$ cat config.mk
export PLATFORM = sky130hd
export DESIGN_NAME = localRepairBp
export DESIGN_NICKNAME = d
export VERILOG_FILES = /design/src/bpPkg.sv /design/src/bpCommitUpdate.sv /design/src/bpHistSelect.sv /design/src/bpPredictPipe.sv /design/src/bpRam2p.sv /design/src/localRepairBp.sv
export SDC_FILE = /design/constraint.sdc
export NUM_CORES = 2
export LEC_CHECK = 0
export BUFFER_PORTS_ARGS = -buffer_cell sky130_fd_sc_hd__buf_4
export CORE_ASPECT_RATIO = 0.8
export CORE_UTILIZATION = 60
export CTS_BUF_LIST = sky130_fd_sc_hd__clkbuf_8
export CTS_CLUSTER_SIZE = 16
export DETAILED_ROUTE_END_ITERATION = 6
export PLACE_DENSITY = 0.76
export SYNTH_ARGS = -nofsm -noshare
export SYNTH_HDL_FRONTEND = slang
export SYNTH_SLANG_ARGS = --single-unit
$ cat constraint.sdc
create_clock -name clk -period 31.5 [get_ports clk]
set_input_delay 6.3 -clock clk [delete_from_list [all_inputs] [get_ports clk]]
set_output_delay 6.3 -clock clk [all_outputs]
set_load 0.1 [all_outputs]
$ cat src/bpPkg.sv
package bpPkg;

  ////////////////////////////////////////////////////////////////////////////
  // predictor sizes
  ////////////////////////////////////////////////////////////////////////////

  // pc width, one word
  localparam int xLen = 32;
  // local history table index width
  localparam int idxBits = 6;
  // local history length per branch
  localparam int histBits = 10;
  // one history register per index
  localparam int bhtDepth = 2 ** idxBits;
  // one counter per history pattern
  localparam int phtDepth = 2 ** histBits;

  ////////////////////////////////////////////////////////////////////////////
  // 2-bit saturating counters
  ////////////////////////////////////////////////////////////////////////////

  localparam int ctrBits = 2;
  // upper counter bit is the taken prediction
  localparam int ctrTakenBit = ctrBits - 1;

  localparam logic [ctrBits-1:0] ctrStrongNot   = 2'b00;
  localparam logic [ctrBits-1:0] ctrWeakNot     = 2'b01;
  localparam logic [ctrBits-1:0] ctrWeakTaken   = 2'b10;
  localparam logic [ctrBits-1:0] ctrStrongTaken = 2'b11;

  // history table index from a pc
  // word bits give the low part, bit 1 is folded into the top bit
  // so compressed branches spread over both table halves
  function automatic logic [idxBits-1:0] bpIndex(input logic [xLen-1:0] pc);
    return {pc[idxBits+1] ^ pc[1], pc[idxBits:2]};
  endfunction

endpackage

$ cat src/bpCommitUpdate.sv
`timescale 1ns/1ps

module bpCommitUpdate import bpPkg::*; (
  // execute
  input  logic                branchE,
  input  logic                pcSrcE,
  input  logic [ctrBits-1:0]  dirPredE,
  // memory
  input  logic [ctrBits-1:0]  dirPredM,
  input  logic                pcSrcM,
  // writeback
  input  logic                branchW,
  input  logic                stallW,
  input  logic                flushW,
  input  logic                pcSrcW,
  input  logic [histBits-1:0] lhrW,
  input  logic [xLen-1:0]     pcW,
  // to the core and the pattern table
  output logic                dirPredWrongE,
  output logic [ctrBits-1:0]  newDirPredM,
  // committed history write
  output logic                commitWrEn,
  output logic [idxBits-1:0]  commitIdx,
  output logic [histBits-1:0] commitHist
);

  ////////////////////////////////////////////////////////////////////////////
  // execute, misprediction check
  ////////////////////////////////////////////////////////////////////////////

  // only a real branch can be wrong, non-branches keep the flag low
  assign dirPredWrongE = branchE & (pcSrcE != dirPredE[ctrTakenBit]);

  ////////////////////////////////////////////////////////////////////////////
  // memory, counter update
  ////////////////////////////////////////////////////////////////////////////

  // step toward the outcome, stick at both ends
  always_comb begin
    case (dirPredM)
      ctrStrongNot: begin
        newDirPredM = pcSrcM ? ctrWeakNot : ctrStrongNot;
      end
      ctrWeakNot: begin
        newDirPredM = pcSrcM ? ctrWeakTaken : ctrStrongNot;
      end
      ctrWeakTaken: begin
        newDirPredM = pcSrcM ? ctrStrongTaken : ctrWeakNot;
      end
      // strong taken, the only encoding left
      default: begin
        newDirPredM = pcSrcM ? ctrStrongTaken : ctrWeakTaken;
      end
    endcase
  end

  ////////////////////////////////////////////////////////////////////////////
  // writeback, committed history
  ////////////////////////////////////////////////////////////////////////////

  // same condition as the pattern table write
  assign commitWrEn = branchW & ~stallW & ~flushW;

  // index from the branch's own pc
  assign commitIdx = bpIndex(pcW);

  // real outcome enters at the top, oldest bit drops off
  assign commitHist = {pcSrcW, lhrW[histBits-1:1]};

endmodule

$ cat src/bpHistSelect.sv
`timescale 1ns/1ps

module bpHistSelect import bpPkg::*; (
  input  logic                clk,
  input  logic                rstN,
  input  logic                stallF,
  input  logic                flushD,
  input  logic [xLen-1:0]     pcNextF,
  // speculative history write from decode
  input  logic                specWrEn,
  input  logic [idxBits-1:0]  specIdx,
  input  logic [histBits-1:0] specHist,
  // committed history write from writeback
  input  logic                commitWrEn,
  input  logic [idxBits-1:0]  commitIdx,
  input  logic [histBits-1:0] commitHist,
  // history chosen for the fetch instruction
  output logic [histBits-1:0] lhrF
);

  // read index for both history tables
  logic [idxBits-1:0]  rdIdxNextF;
  // the two candidate histories, valid in fetch
  logic [histBits-1:0] lhrCommitF;
  logic [histBits-1:0] lhrSpecF;
  // one bit per index, set means the speculative entry is stale
  logic [bhtDepth-1:0] flushedBits;
  // flushed bit of the fetch index, sampled with the tables
  logic                specFlushedF;

  assign rdIdxNextF = bpIndex(pcNextF);

  ////////////////////////////////////////////////////////////////////////////
  // history tables
  ////////////////////////////////////////////////////////////////////////////

  // committed local history, updated at writeback
  bpRam2p #(
    .depth(bhtDepth),
    .width(histBits)
  ) bht (
    .clk    (clk),
    .rdEn   (~stallF),
    .rdAddr (rdIdxNextF),
    .rdData (lhrCommitF),
    .wrEn   (commitWrEn),
    .wrAddr (commitIdx),
    .wrData (commitHist)
  );

  // speculative history buffer, updated from decode
  // same read index and timing as the committed table
  bpRam2p #(
    .depth(bhtDepth),
    .width(histBits)
  ) shb (
    .clk    (clk),
    .rdEn   (~stallF),
    .rdAddr (rdIdxNextF),
    .rdData (lhrSpecF),
    .wrEn   (specWrEn),
    .wrAddr (specIdx),
    .wrData (specHist)
  );

  ////////////////////////////////////////////////////////////////////////////
  // flushed-bit array
  ////////////////////////////////////////////////////////////////////////////

  always_ff @(posedge clk) begin
    if (!rstN) begin
      // nothing speculative yet, trust the committed copy
      flushedBits  <= '1;
      specFlushedF <= 1'b1;
    end else begin
      // sample on the edge that reads the tables
      if (!stallF) begin
        specFlushedF <= flushedBits[rdIdxNextF];
      end
      // a decode flush drops every speculative entry
      if (flushD) begin
        flushedBits <= '1;
      end
      // a fresh speculative write wins over a flush on the same edge
      if (specWrEn) begin
        flushedBits[specIdx] <= 1'b0;
      end
    end
  end

  // speculative copy only while its flushed bit is clear
  assign lhrF = specFlushedF ? lhrCommitF : lhrSpecF;

endmodule

$ cat src/bpPredictPipe.sv
`timescale 1ns/1ps

module bpPredictPipe import bpPkg::*; (
  input  logic                clk,
  input  logic                rstN,
  // core pipeline control
  input  logic                stallD,
  input  logic                stallE,
  input  logic                stallM,
  input  logic                stallW,
  input  logic                flushD,
  input  logic                flushE,
  input  logic                flushM,
  input  logic                flushW,
  input  logic                branchD,
  input  logic                branchM,
  input  logic                pcSrcE,
  input  logic [xLen-1:0]     pcD,
  input  logic [xLen-1:0]     pcM,
  // history chosen in fetch
  input  logic [histBits-1:0] lhrF,
  // updated counter from memory
  input  logic [ctrBits-1:0]  newDirPredM,
  // prediction down the pipe
  output logic [ctrBits-1:0]  dirPredD,
  output logic [ctrBits-1:0]  dirPredE,
  output logic [ctrBits-1:0]  dirPredM,
  output logic                pcSrcM,
  output logic                pcSrcW,
  output logic [histBits-1:0] lhrW,
  output logic [xLen-1:0]     pcW,
  output logic                branchW,
  // speculative history write
  output logic                specWrEn,
  output logic [idxBits-1:0]  specIdx,
  output logic [histBits-1:0] specHist
);

  logic [histBits-1:0] lhrD;
  logic [histBits-1:0] lhrE;
  logic [histBits-1:0] lhrM;
  logic [ctrBits-1:0]  newDirPredW;
  logic                phtWrEn;

  ////////////////////////////////////////////////////////////////////////////
  // pattern history table
  ////////////////////////////////////////////////////////////////////////////

  // counter is written only by a live branch leaving writeback
  assign phtWrEn = branchW & ~stallW & ~flushW;

  // read at the edge into decode, so dirPredD lines up with lhrD
  bpRam2p #(
    .depth(phtDepth),
    .width(ctrBits)
  ) pht (
    .clk    (clk),
    .rdEn   (~stallD),
    .rdAddr (lhrF),
    .rdData (dirPredD),
    .wrEn   (phtWrEn),
    .wrAddr (lhrW),
    .wrData (newDirPredW)
  );

  // decode branch pushes its predicted direction into the speculative copy
  // only when it actually moves on to execute
  assign specWrEn = branchD & ~stallE & ~flushE;
  assign specIdx  = bpIndex(pcD);
  assign specHist = {dirPredD[ctrTakenBit], lhrD[histBits-1:1]};

  ////////////////////////////////////////////////////////////////////////////
  // stage registers
  ////////////////////////////////////////////////////////////////////////////

  // each stage holds on stall, clears on flush while enabled
  always_ff @(posedge clk) begin
    if (!rstN) begin
      lhrD <= '0;
    end else if (!stallD) begin
      lhrD <= flushD ? '0 : lhrF;
    end
  end

  always_ff @(posedge clk) begin
    if (!rstN) begin
      dirPredE <= '0;
      lhrE     <= '0;
    end else if (!stallE) begin
      dirPredE <= flushE ? '0 : dirPredD;
      lhrE     <= flushE ? '0 : lhrD;
    end
  end

  // outcome joins the prediction here
  always_ff @(posedge clk) begin
    if (!rstN) begin
      dirPredM <= '0;
      lhrM     <= '0;
      pcSrcM   <= 1'b0;
    end else if (!stallM) begin
      dirPredM <= flushM ? '0 : dirPredE;
      lhrM     <= flushM ? '0 : lhrE;
      pcSrcM   <= flushM ? 1'b0 : pcSrcE;
    end
  end

  // everything the table writes need at the end of writeback
  always_ff @(posedge clk) begin
    if (!rstN) begin
      newDirPredW <= '0;
      lhrW        <= '0;
      pcSrcW      <= 1'b0;
      branchW     <= 1'b0;
      pcW         <= '0;
    end else if (!stallW) begin
      newDirPredW <= flushW ? '0 : newDirPredM;
      lhrW        <= flushW ? '0 : lhrM;
      pcSrcW      <= flushW ? 1'b0 : pcSrcM;
      branchW     <= flushW ? 1'b0 : branchM;
      pcW         <= flushW ? '0 : pcM;
    end
  end

endmodule

$ cat src/bpRam2p.sv
`timescale 1ns/1ps

module bpRam2p #(
  parameter int depth = 64,
  parameter int width = 10
) (
  input  logic                     clk,
  // read port
  input  logic                     rdEn,
  input  logic [$clog2(depth)-1:0] rdAddr,
  output logic [width-1:0]         rdData,
  // write port
  input  logic                     wrEn,
  input  logic [$clog2(depth)-1:0] wrAddr,
  input  logic [width-1:0]         wrData
);

  logic [width-1:0] mem [depth];

  // tables start cleared
  initial begin
    for (int i = 0; i < depth; i++) begin
      mem[i] = '0;
    end
  end

  // write port
  always @(posedge clk) begin
    if (wrEn) begin
      mem[wrAddr] <= wrData;
    end
  end

  // registered read that holds its value while rdEn is low
  // a read of the address being written returns the old entry
  always_ff @(posedge clk) begin
    if (rdEn) begin
      rdData <= mem[rdAddr];
    end
  end

endmodule

$ cat src/localRepairBp.sv
`timescale 1ns/1ps

module localRepairBp import bpPkg::*; (
  input  logic               clk,
  input  logic               rstN,
  // stage holds
  input  logic               stallF,
  input  logic               stallD,
  input  logic               stallE,
  input  logic               stallM,
  input  logic               stallW,
  // stage kills
  input  logic               flushD,
  input  logic               flushE,
  input  logic               flushM,
  input  logic               flushW,
  // branch in stage
  input  logic               branchD,
  input  logic               branchE,
  input  logic               branchM,
  // resolved direction in execute
  input  logic               pcSrcE,
  input  logic [xLen-1:0]    pcNextF,
  input  logic [xLen-1:0]    pcD,
  input  logic [xLen-1:0]    pcM,
  // prediction for the decode instruction
  output logic [ctrBits-1:0] dirPredD,
  output logic               dirPredWrongE
);

  // fetch history
  logic [histBits-1:0] lhrF;
  // speculative write, decode side
  logic                specWrEn;
  logic [idxBits-1:0]  specIdx;
  logic [histBits-1:0] specHist;
  // pipelined prediction and outcome
  logic [ctrBits-1:0]  dirPredE;
  logic [ctrBits-1:0]  dirPredM;
  logic [ctrBits-1:0]  newDirPredM;
  logic                pcSrcM;
  logic                pcSrcW;
  logic [histBits-1:0] lhrW;
  logic [xLen-1:0]     pcW;
  logic                branchW;
  // committed write, writeback side
  logic                commitWrEn;
  logic [idxBits-1:0]  commitIdx;
  logic [histBits-1:0] commitHist;

  // lookup and history choice in fetch
  bpHistSelect histSelect_i (.clk, .rstN, .stallF, .flushD, .pcNextF,
                             .specWrEn, .specIdx, .specHist,
                             .commitWrEn, .commitIdx, .commitHist, .lhrF);

  // pattern table and D to W registers
  bpPredictPipe predictPipe_i (.clk, .rstN,
                               .stallD, .stallE, .stallM, .stallW,
                               .flushD, .flushE, .flushM, .flushW,
                               .branchD, .branchM, .pcSrcE, .pcD, .pcM,
                               .lhrF, .newDirPredM,
                               .dirPredD, .dirPredE, .dirPredM,
                               .pcSrcM, .pcSrcW, .lhrW, .pcW, .branchW,
                               .specWrEn, .specIdx, .specHist);

  // mispredict flag, counter update, committed history
  bpCommitUpdate commitUpdate_i (.branchE, .pcSrcE, .dirPredE,
                                 .dirPredM, .pcSrcM,
                                 .branchW, .stallW, .flushW, .pcSrcW,
                                 .lhrW, .pcW,
                                 .dirPredWrongE, .newDirPredM,
                                 .commitWrEn, .commitIdx, .commitHist);

endmodule

Word level (Yosys, flattened, before mapping). Memories as Yosys holds them, arrays and structs flattened. A register that Yosys moved wholly into a read port is not among the register bits. Cells that the tools add are included.

Register bits: 122. Latch bits: 0. Memory bits (writable): 3328. Memory bits (read-only): 0. Bits of input ports: 111. Output and inout port bits: 3. Logic and storage cells: 69. Memories: 3.

Add/sub/neg operators: 0. Multipliers: 0. Div/mod/pow operators: 0. $lt $le $gt $ge: 3. Equality and inequality tests: 3. Shift-type cells: 0. Muxes and demuxes: 28. Bitwise gates (word level): 14. Reductions and logical operators: 5.

Memory list: predictPipe_i.pht.mem (words 1024, width 2, rd ports 1, clocked after Yosys merged registers in 1, write ports 1, RTL line bpRam2p.sv:18) `logic [width-1:0] mem [depth];`; histSelect_i.bht.mem (words 64, width 10, rd ports 1, clocked after Yosys merged registers in 1, write ports 1, RTL line bpRam2p.sv:18); histSelect_i.shb.mem (words 64, width 10, rd ports 1, clocked after Yosys merged registers in 1, write ports 1, RTL line bpRam2p.sv:18).

Operator list (number): two-way mux 64 bit (3); AND 64 bit (1); inverter 64 bit (1); two-way mux 10 bit (5); < comparator 6 x 7 -> 1 bit, second input constant (2); two-way mux 1 bit (11); two-way mux 2 bit (5); two-way mux 8 bit (1); binary-select mux 1 bit (select 6 bit) (1); demux 1 bit (select 6 bit) (1); greater-or-equal comparator 6 x 1 -> 1 bit, second input constant (1); case mux 2 bit (3 select lines) (1); AND 1 bit (5); inverter 1 bit (4); zero test 1 bit (3); XOR 1 bit (3); equality test 2 x 1 -> 1 bit, second input constant (1); equality test 2 bit, second input constant (1); zero test 2 bit (1); logical AND 1 bit (1); inequality test 1 bit (1).

Depth between registers and ports, before layout.
Word-level depth: 8. Gate-level depth with buffers: 15. Gate-level depth less buffers: 9.

Cells and area by module. Synthesis repeated with hierarchy kept, for this count alone.

Cell total of the unflattened synthesis: 7752. Area total of the unflattened synthesis: 140567.3 um2.

By module, submodules not included: bpRam2p at predictPipe_i.pht (instances 1, cells an instance 4793, area an instance 83777.8 um2, sequential area each 61559.0 um2); bpRam2p at histSelect_i.bht ... (instances 2, cells an instance 1118, area an instance 25201.7 um2, sequential area each 19518.7 um2); bpPredictPipe (instances 1, cells an instance 380, area an instance 3268.1 um2, sequential area each 1621.6 um2); bpHistSelect (instances 1, cells an instance 321, area an instance 2947.8 um2, sequential area each 1301.2 um2); bpCommitUpdate (instances 1, cells an instance 22, area an instance 170.2 um2, sequential area each 0.0 um2).

Worst setup path after synthesis. Ideal clock, no wire load.

Kind: flip-flop to flip-flop. Start point: reg predictPipe_i.newDirPredW[0]. End point: mem predictPipe_i.pht.mem[0][0] (netlist name), data pin. Setup time: 2816 ps. Arrival: 12748 ps. Data required time: 28684 ps. Path slack: 15936 ps. Cell stages (with the launch flop): 1. Buffers on the path: 0. Clock period less this slack: 15564 ps. Cells stage by stage: dfxtp_1.

RTL lines: start: declaration (RTL line bpPredictPipe.sv:42) `logic [ctrBits-1:0] newDirPredW;`; start signal: assignment (RTL line bpPredictPipe.sv:117) `newDirPredW <= flushW ? '0 : newDirPredM;`; end: declaration (RTL line bpRam2p.sv:18).

Straight into the memory's write port.

Worst setup path in the final report.
Start point: in pcSrcE. End point: out dirPredWrongE.

Cells in the longest elaborated chain, start to end: 2.

Ends and longest elaborated chain: start: declaration (RTL line localRepairBp.sv:22) `input logic pcSrcE,`; inequality test 1 bit (RTL line bpCommitUpdate.sv:32) `assign dirPredWrongE = branchE & (pcSrcE != dirPredE[ctrTakenBit]);`; AND 1 bit (RTL line bpCommitUpdate.sv:32); end: declaration (RTL line localRepairBp.sv:28) `output logic dirPredWrongE`.

No other way between the ends.

==> results.yml <==
logic_synthesis:
  ys_async_sr_fraction_pct: 0
  synth_flop_cell: "edfxtp_1"
  synthCells: 8676
  yosys_warnings: 0
  synth.distinct_cells: 60
  synthSimpleGateAreaFrac_pct: 8.34
  synth-seq-area-share_pct: 74.0
  synth_top_family_by_area: "multiplexers"
  synthAdderAreaFrac_pct: 0.0144
  synth_compound_area_share_pct: 3.61
  ys_ff_latch: 3471
  syn-num-nets: 8787
  synth_xor_area_share_pct: 0.0378
  syn_area_um2: 139000
  synth.avg_cell_area_um2: 16.0
  muxShareOfSynthArea_pct: 11.9
  synth_edf_count: 3350
sta:
  fin_setup_tns_ns: 0
  setup_viol: 0
  min_period_ns: 13.29
  hold_slack_ns: 0.492
  fmax_mhz: 75.2
  fin_crit_sh_pct: 42.2
  hold_violations: 0
  relSlewSlack_pct: 4.68
  clock_skew_ns: 0.0560
  slew_violations: 0
  rsz0062_at_grt: "false"
  worst_pin_slew_ns: 1.42
  worst_slack_ns: 18.21
pwr:
  combinationalPowerShare_pct: 5.0
  power_density_nw_per_um2: 58.1
  peakVddDrop_v: 0.0000552
  leakagePower_nw: 51.7
  power.share.clock_pct: 37.8
  p_seq_share_pct: 57.2
  p_int_mw: 6.77
  p_sw_share_pct: 22.8
  p_sw_mw: 2.01
critical_path:
  start_kind: "primary input"
  critPathMaxStageDelay_ns: 0.29
  cp.required_ns: 25.20
  critPathMostFrequentCell: "buf_4"
  worstPathCellList: "buf_4, xor2_1, and2_1, buf_4"
  cp-end-kind: "primary output"
  path_class: "in -> out"
  crit_path_max_fanout: 2
  crit_path_top_delay_cell: "buf_4"
  cp.arrival_ns: 6.99
route:
  drc: 0
  ant_nets: 0
  via_per_inst: 6.67
  drtIter0Drc: 12700
  wl_um: 356000
  vias: 81000
  wl_per_cell_um: 29.3
  drtPass1Iterations: 7
cells_and_area:
  drive_gt1_share_pct: 15.8
  final_nets: 8855
  fillCellCount: 15100
  fin_util_pct: 65.8
  area_growth_pct: 8.63
grt:
  grt_remaining_overflow: 0
  grt_pass1_vias: 79600
  track_usage_pct: 30.2
  grt_max_degree: 282
  antenna_found_initial: 19
  grt_pass1_wl_um: 515000
job:
  cap_violations: 0
clocking:
  clkTransAtPathRegs_ns: 0.07
  hold_buffers: 0
  clkLatencyLatePin_ns: 1.03
  root_buffer: "clkbuf_8"
  htree_levels: 6
  cts.sinks: 3471
  cts.repair.resized: 0
  cts_tree: "built"
  numCtsBuffers: 522
  postCtsSetupRepairBufs: 0
  cts_buffer_depth: 4
floorplanning:
  die_w_um: 540
  dieArea_um2: 234000
  ios: 114
  initial_core_util_pct: 60.6
  design.core.area_um2: 230000
  rows: 157
  fp.dieH_um: 433
hold_path:
  holdCritPathClass: "reg -> reg"
placement:
  port_buffers: 38
  dp_slack_ns: 18.23
  dpl.hpwl_um: 195000
  gp_congestion: 0.844
run_status:
  outcome: "finished clean"
-- worst max-delay path, delay by kind of cell --
kind	cells	cell delay (ns)
buffers and inverters	2	0.41
xor gates and xnor gates	1	0.13
and+or+nand+nor	1	0.15
-- power by group through the flow --
stage | clock [mW] | combinational (mW) | sequential, mW
after floorplan | 0 | 0.273 | 5.13
final | 3.32 | 0.437 | 5.02
after CTS | 3.34 | 0.428 | 5.02
after global placement | 0 | 0.420 | 5.12
after detailed placement | 0 | 0.427 | 5.12
after global routing | 3.53 | 0.452 | 5.02
-- cell usage after synthesis, types with 108 or more instances --
library cell | instances | share of area [%]
clkbuf_1 | 383 | 1.0
nand3_1 | 349 | 1.3
edfxtp_1 | 3350 | 72
dfxtp_1 | 121 | 1.7
nand2_1 | 908 | 2.4
o221ai_1 | 157 | 0.99
o21ai_0 | 121 | 0.44
buf_1 | 108 | 0.29
a21oi_1 | 210 | 0.76
mux4_2 | 540 | 8.7
nor2_1 | 1261 | 3.4
mux2i_1 | 437 | 3.1
-- routing by layer --
layer / global-route usage [%] / wire length, um / vias up
met5: 0 / 87 / -
met3: 7.15 / 47500 / 952
li1: - / - / 33600
met2: 45.6 / 162000 / 5937
met4: 13.3 / 16100 / 14
met1: 42.6 / 130000 / 40600
-- worst paths after layout --
| path | startpoint | end | slack [ns] | cells after the start |
|---|---|---|---|---|
| hold / removal | histSelect_i.flushedBits[14] | histSelect_i.flushedBits[14] | 0.49 | 2 |
| setup / recovery | pcSrcE | dirPredWrongE | 18.21 | 4 |
| hold reg to reg | histSelect_i.flushedBits[14] | histSelect_i.flushedBits[14] | 0.49 | 2 |
| setup reg to reg | histSelect_i.specFlushedF | predictPipe_i.pht.rdData[0] | 24.21 | 12 |
-- sequential cells by signal, summed over array words and instances, names as in the netlist --
| signal | cells |
|---|---|
| predictPipe_i.lhrM | 10 |
| histSelect_i.bht.rdData | 10 |
| predictPipe_i.branchW | 1 |
| histSelect_i.bht.mem | 640 |
| histSelect_i.specFlushedF | 1 |
| predictPipe_i.dirPredE | 2 |
| predictPipe_i.pcW | 7 |
| histSelect_i.shb.mem | 640 |
| histSelect_i.shb.rdData | 10 |
| predictPipe_i.lhrE | 10 |
| predictPipe_i.dirPredM | 2 |
| predictPipe_i.pcSrcW | 1 |
| histSelect_i.flushedBits | 64 |
| predictPipe_i.newDirPredW | 2 |
| predictPipe_i.pcSrcM | 1 |
| predictPipe_i.pht.rdData | 2 |
| predictPipe_i.lhrD | 10 |
| predictPipe_i.pht.mem | 2048 |
| predictPipe_i.lhrW | 10 |
-- cells by family (layout without fill, tap and decap cells) --
kind of cell / after synthesis / count (layout)
flops: 3471 / 3471
simple gates: 2798 / 2798
mux: 985 / 985
compound gates: 765 / 765
buf+inv: 649 / 1084
xor+xnor: 6 / 6
fa+ha+maj: 2 / 2
other cells: 0 / 8
-- final cells by class --
cell class / instances / area (um^2) / area share, %
Timing Repair Buffer: 188 / 1580 / 1.05
Clock buffer: 542 / 7460 / 4.93
Inverter: 5 / 18.8 / 0.0124
Sequential cell: 3471 / 103000 / 68.2
Tap cell: 3021 / 3780 / 2.50
Multi-Input combinational cell: 4556 / 33700 / 22.3
Antenna cell: 8 / 20.0 / 0.0132
Clock inverter: 349 / 1620 / 1.07
-- stage by stage --
| stage | cell area, um^2 | cells | total power [mW] |
|---|---|---|---|
| 2_1_floorplan | 139000 | 8676 | 5.40 |
| 3_3_place_gp | 142000 | 11200 | 5.54 |
| 3_5_place_dp | 142000 | 11200 | 5.55 |
| 4_1_cts | 151000 | 12100 | 8.79 |
| 5_1_grt | 151000 | 12100 | 9.00 |
| 6_report | 151000 | 12100 | 8.78 |
-- placed cells by master, fill, tap and decap left out, drive strengths merged, types with 4 or more instances in the layout --
master | netlist | layout
a21oi | 210 | 210
a2111oi | 27 | 27
and2 | 10 | 10
clkbuf | 383 | 542
a22oi | 32 | 32
nand3b | 4 | 4
mux2 | 8 | 8
buf | 261 | 188
edfxtp | 3350 | 3350
dfxtp | 121 | 121
mux2i | 437 | 437
o22ai | 73 | 73
o221ai | 157 | 157
clkinvlp | 0 | 9
nand3 | 349 | 349
and3b | 4 | 4
bufinv | 0 | 4
xor2 | 4 | 4
mux4 | 540 | 540
nor3b | 36 | 36
clkinv | 0 | 149
and3 | 10 | 10
nand4 | 18 | 18
nor3 | 88 | 88
a311oi | 25 | 25
o32ai | 4 | 4
inv | 5 | 192
a31oi | 91 | 91
nor2 | 1261 | 1261
diode | 0 | 8
nand2 | 908 | 908
nor2b | 70 | 70
nor4 | 28 | 28
nand2b | 4 | 4
o21ai | 121 | 121
No activity file was read; power rests on OpenSTA's default activity.
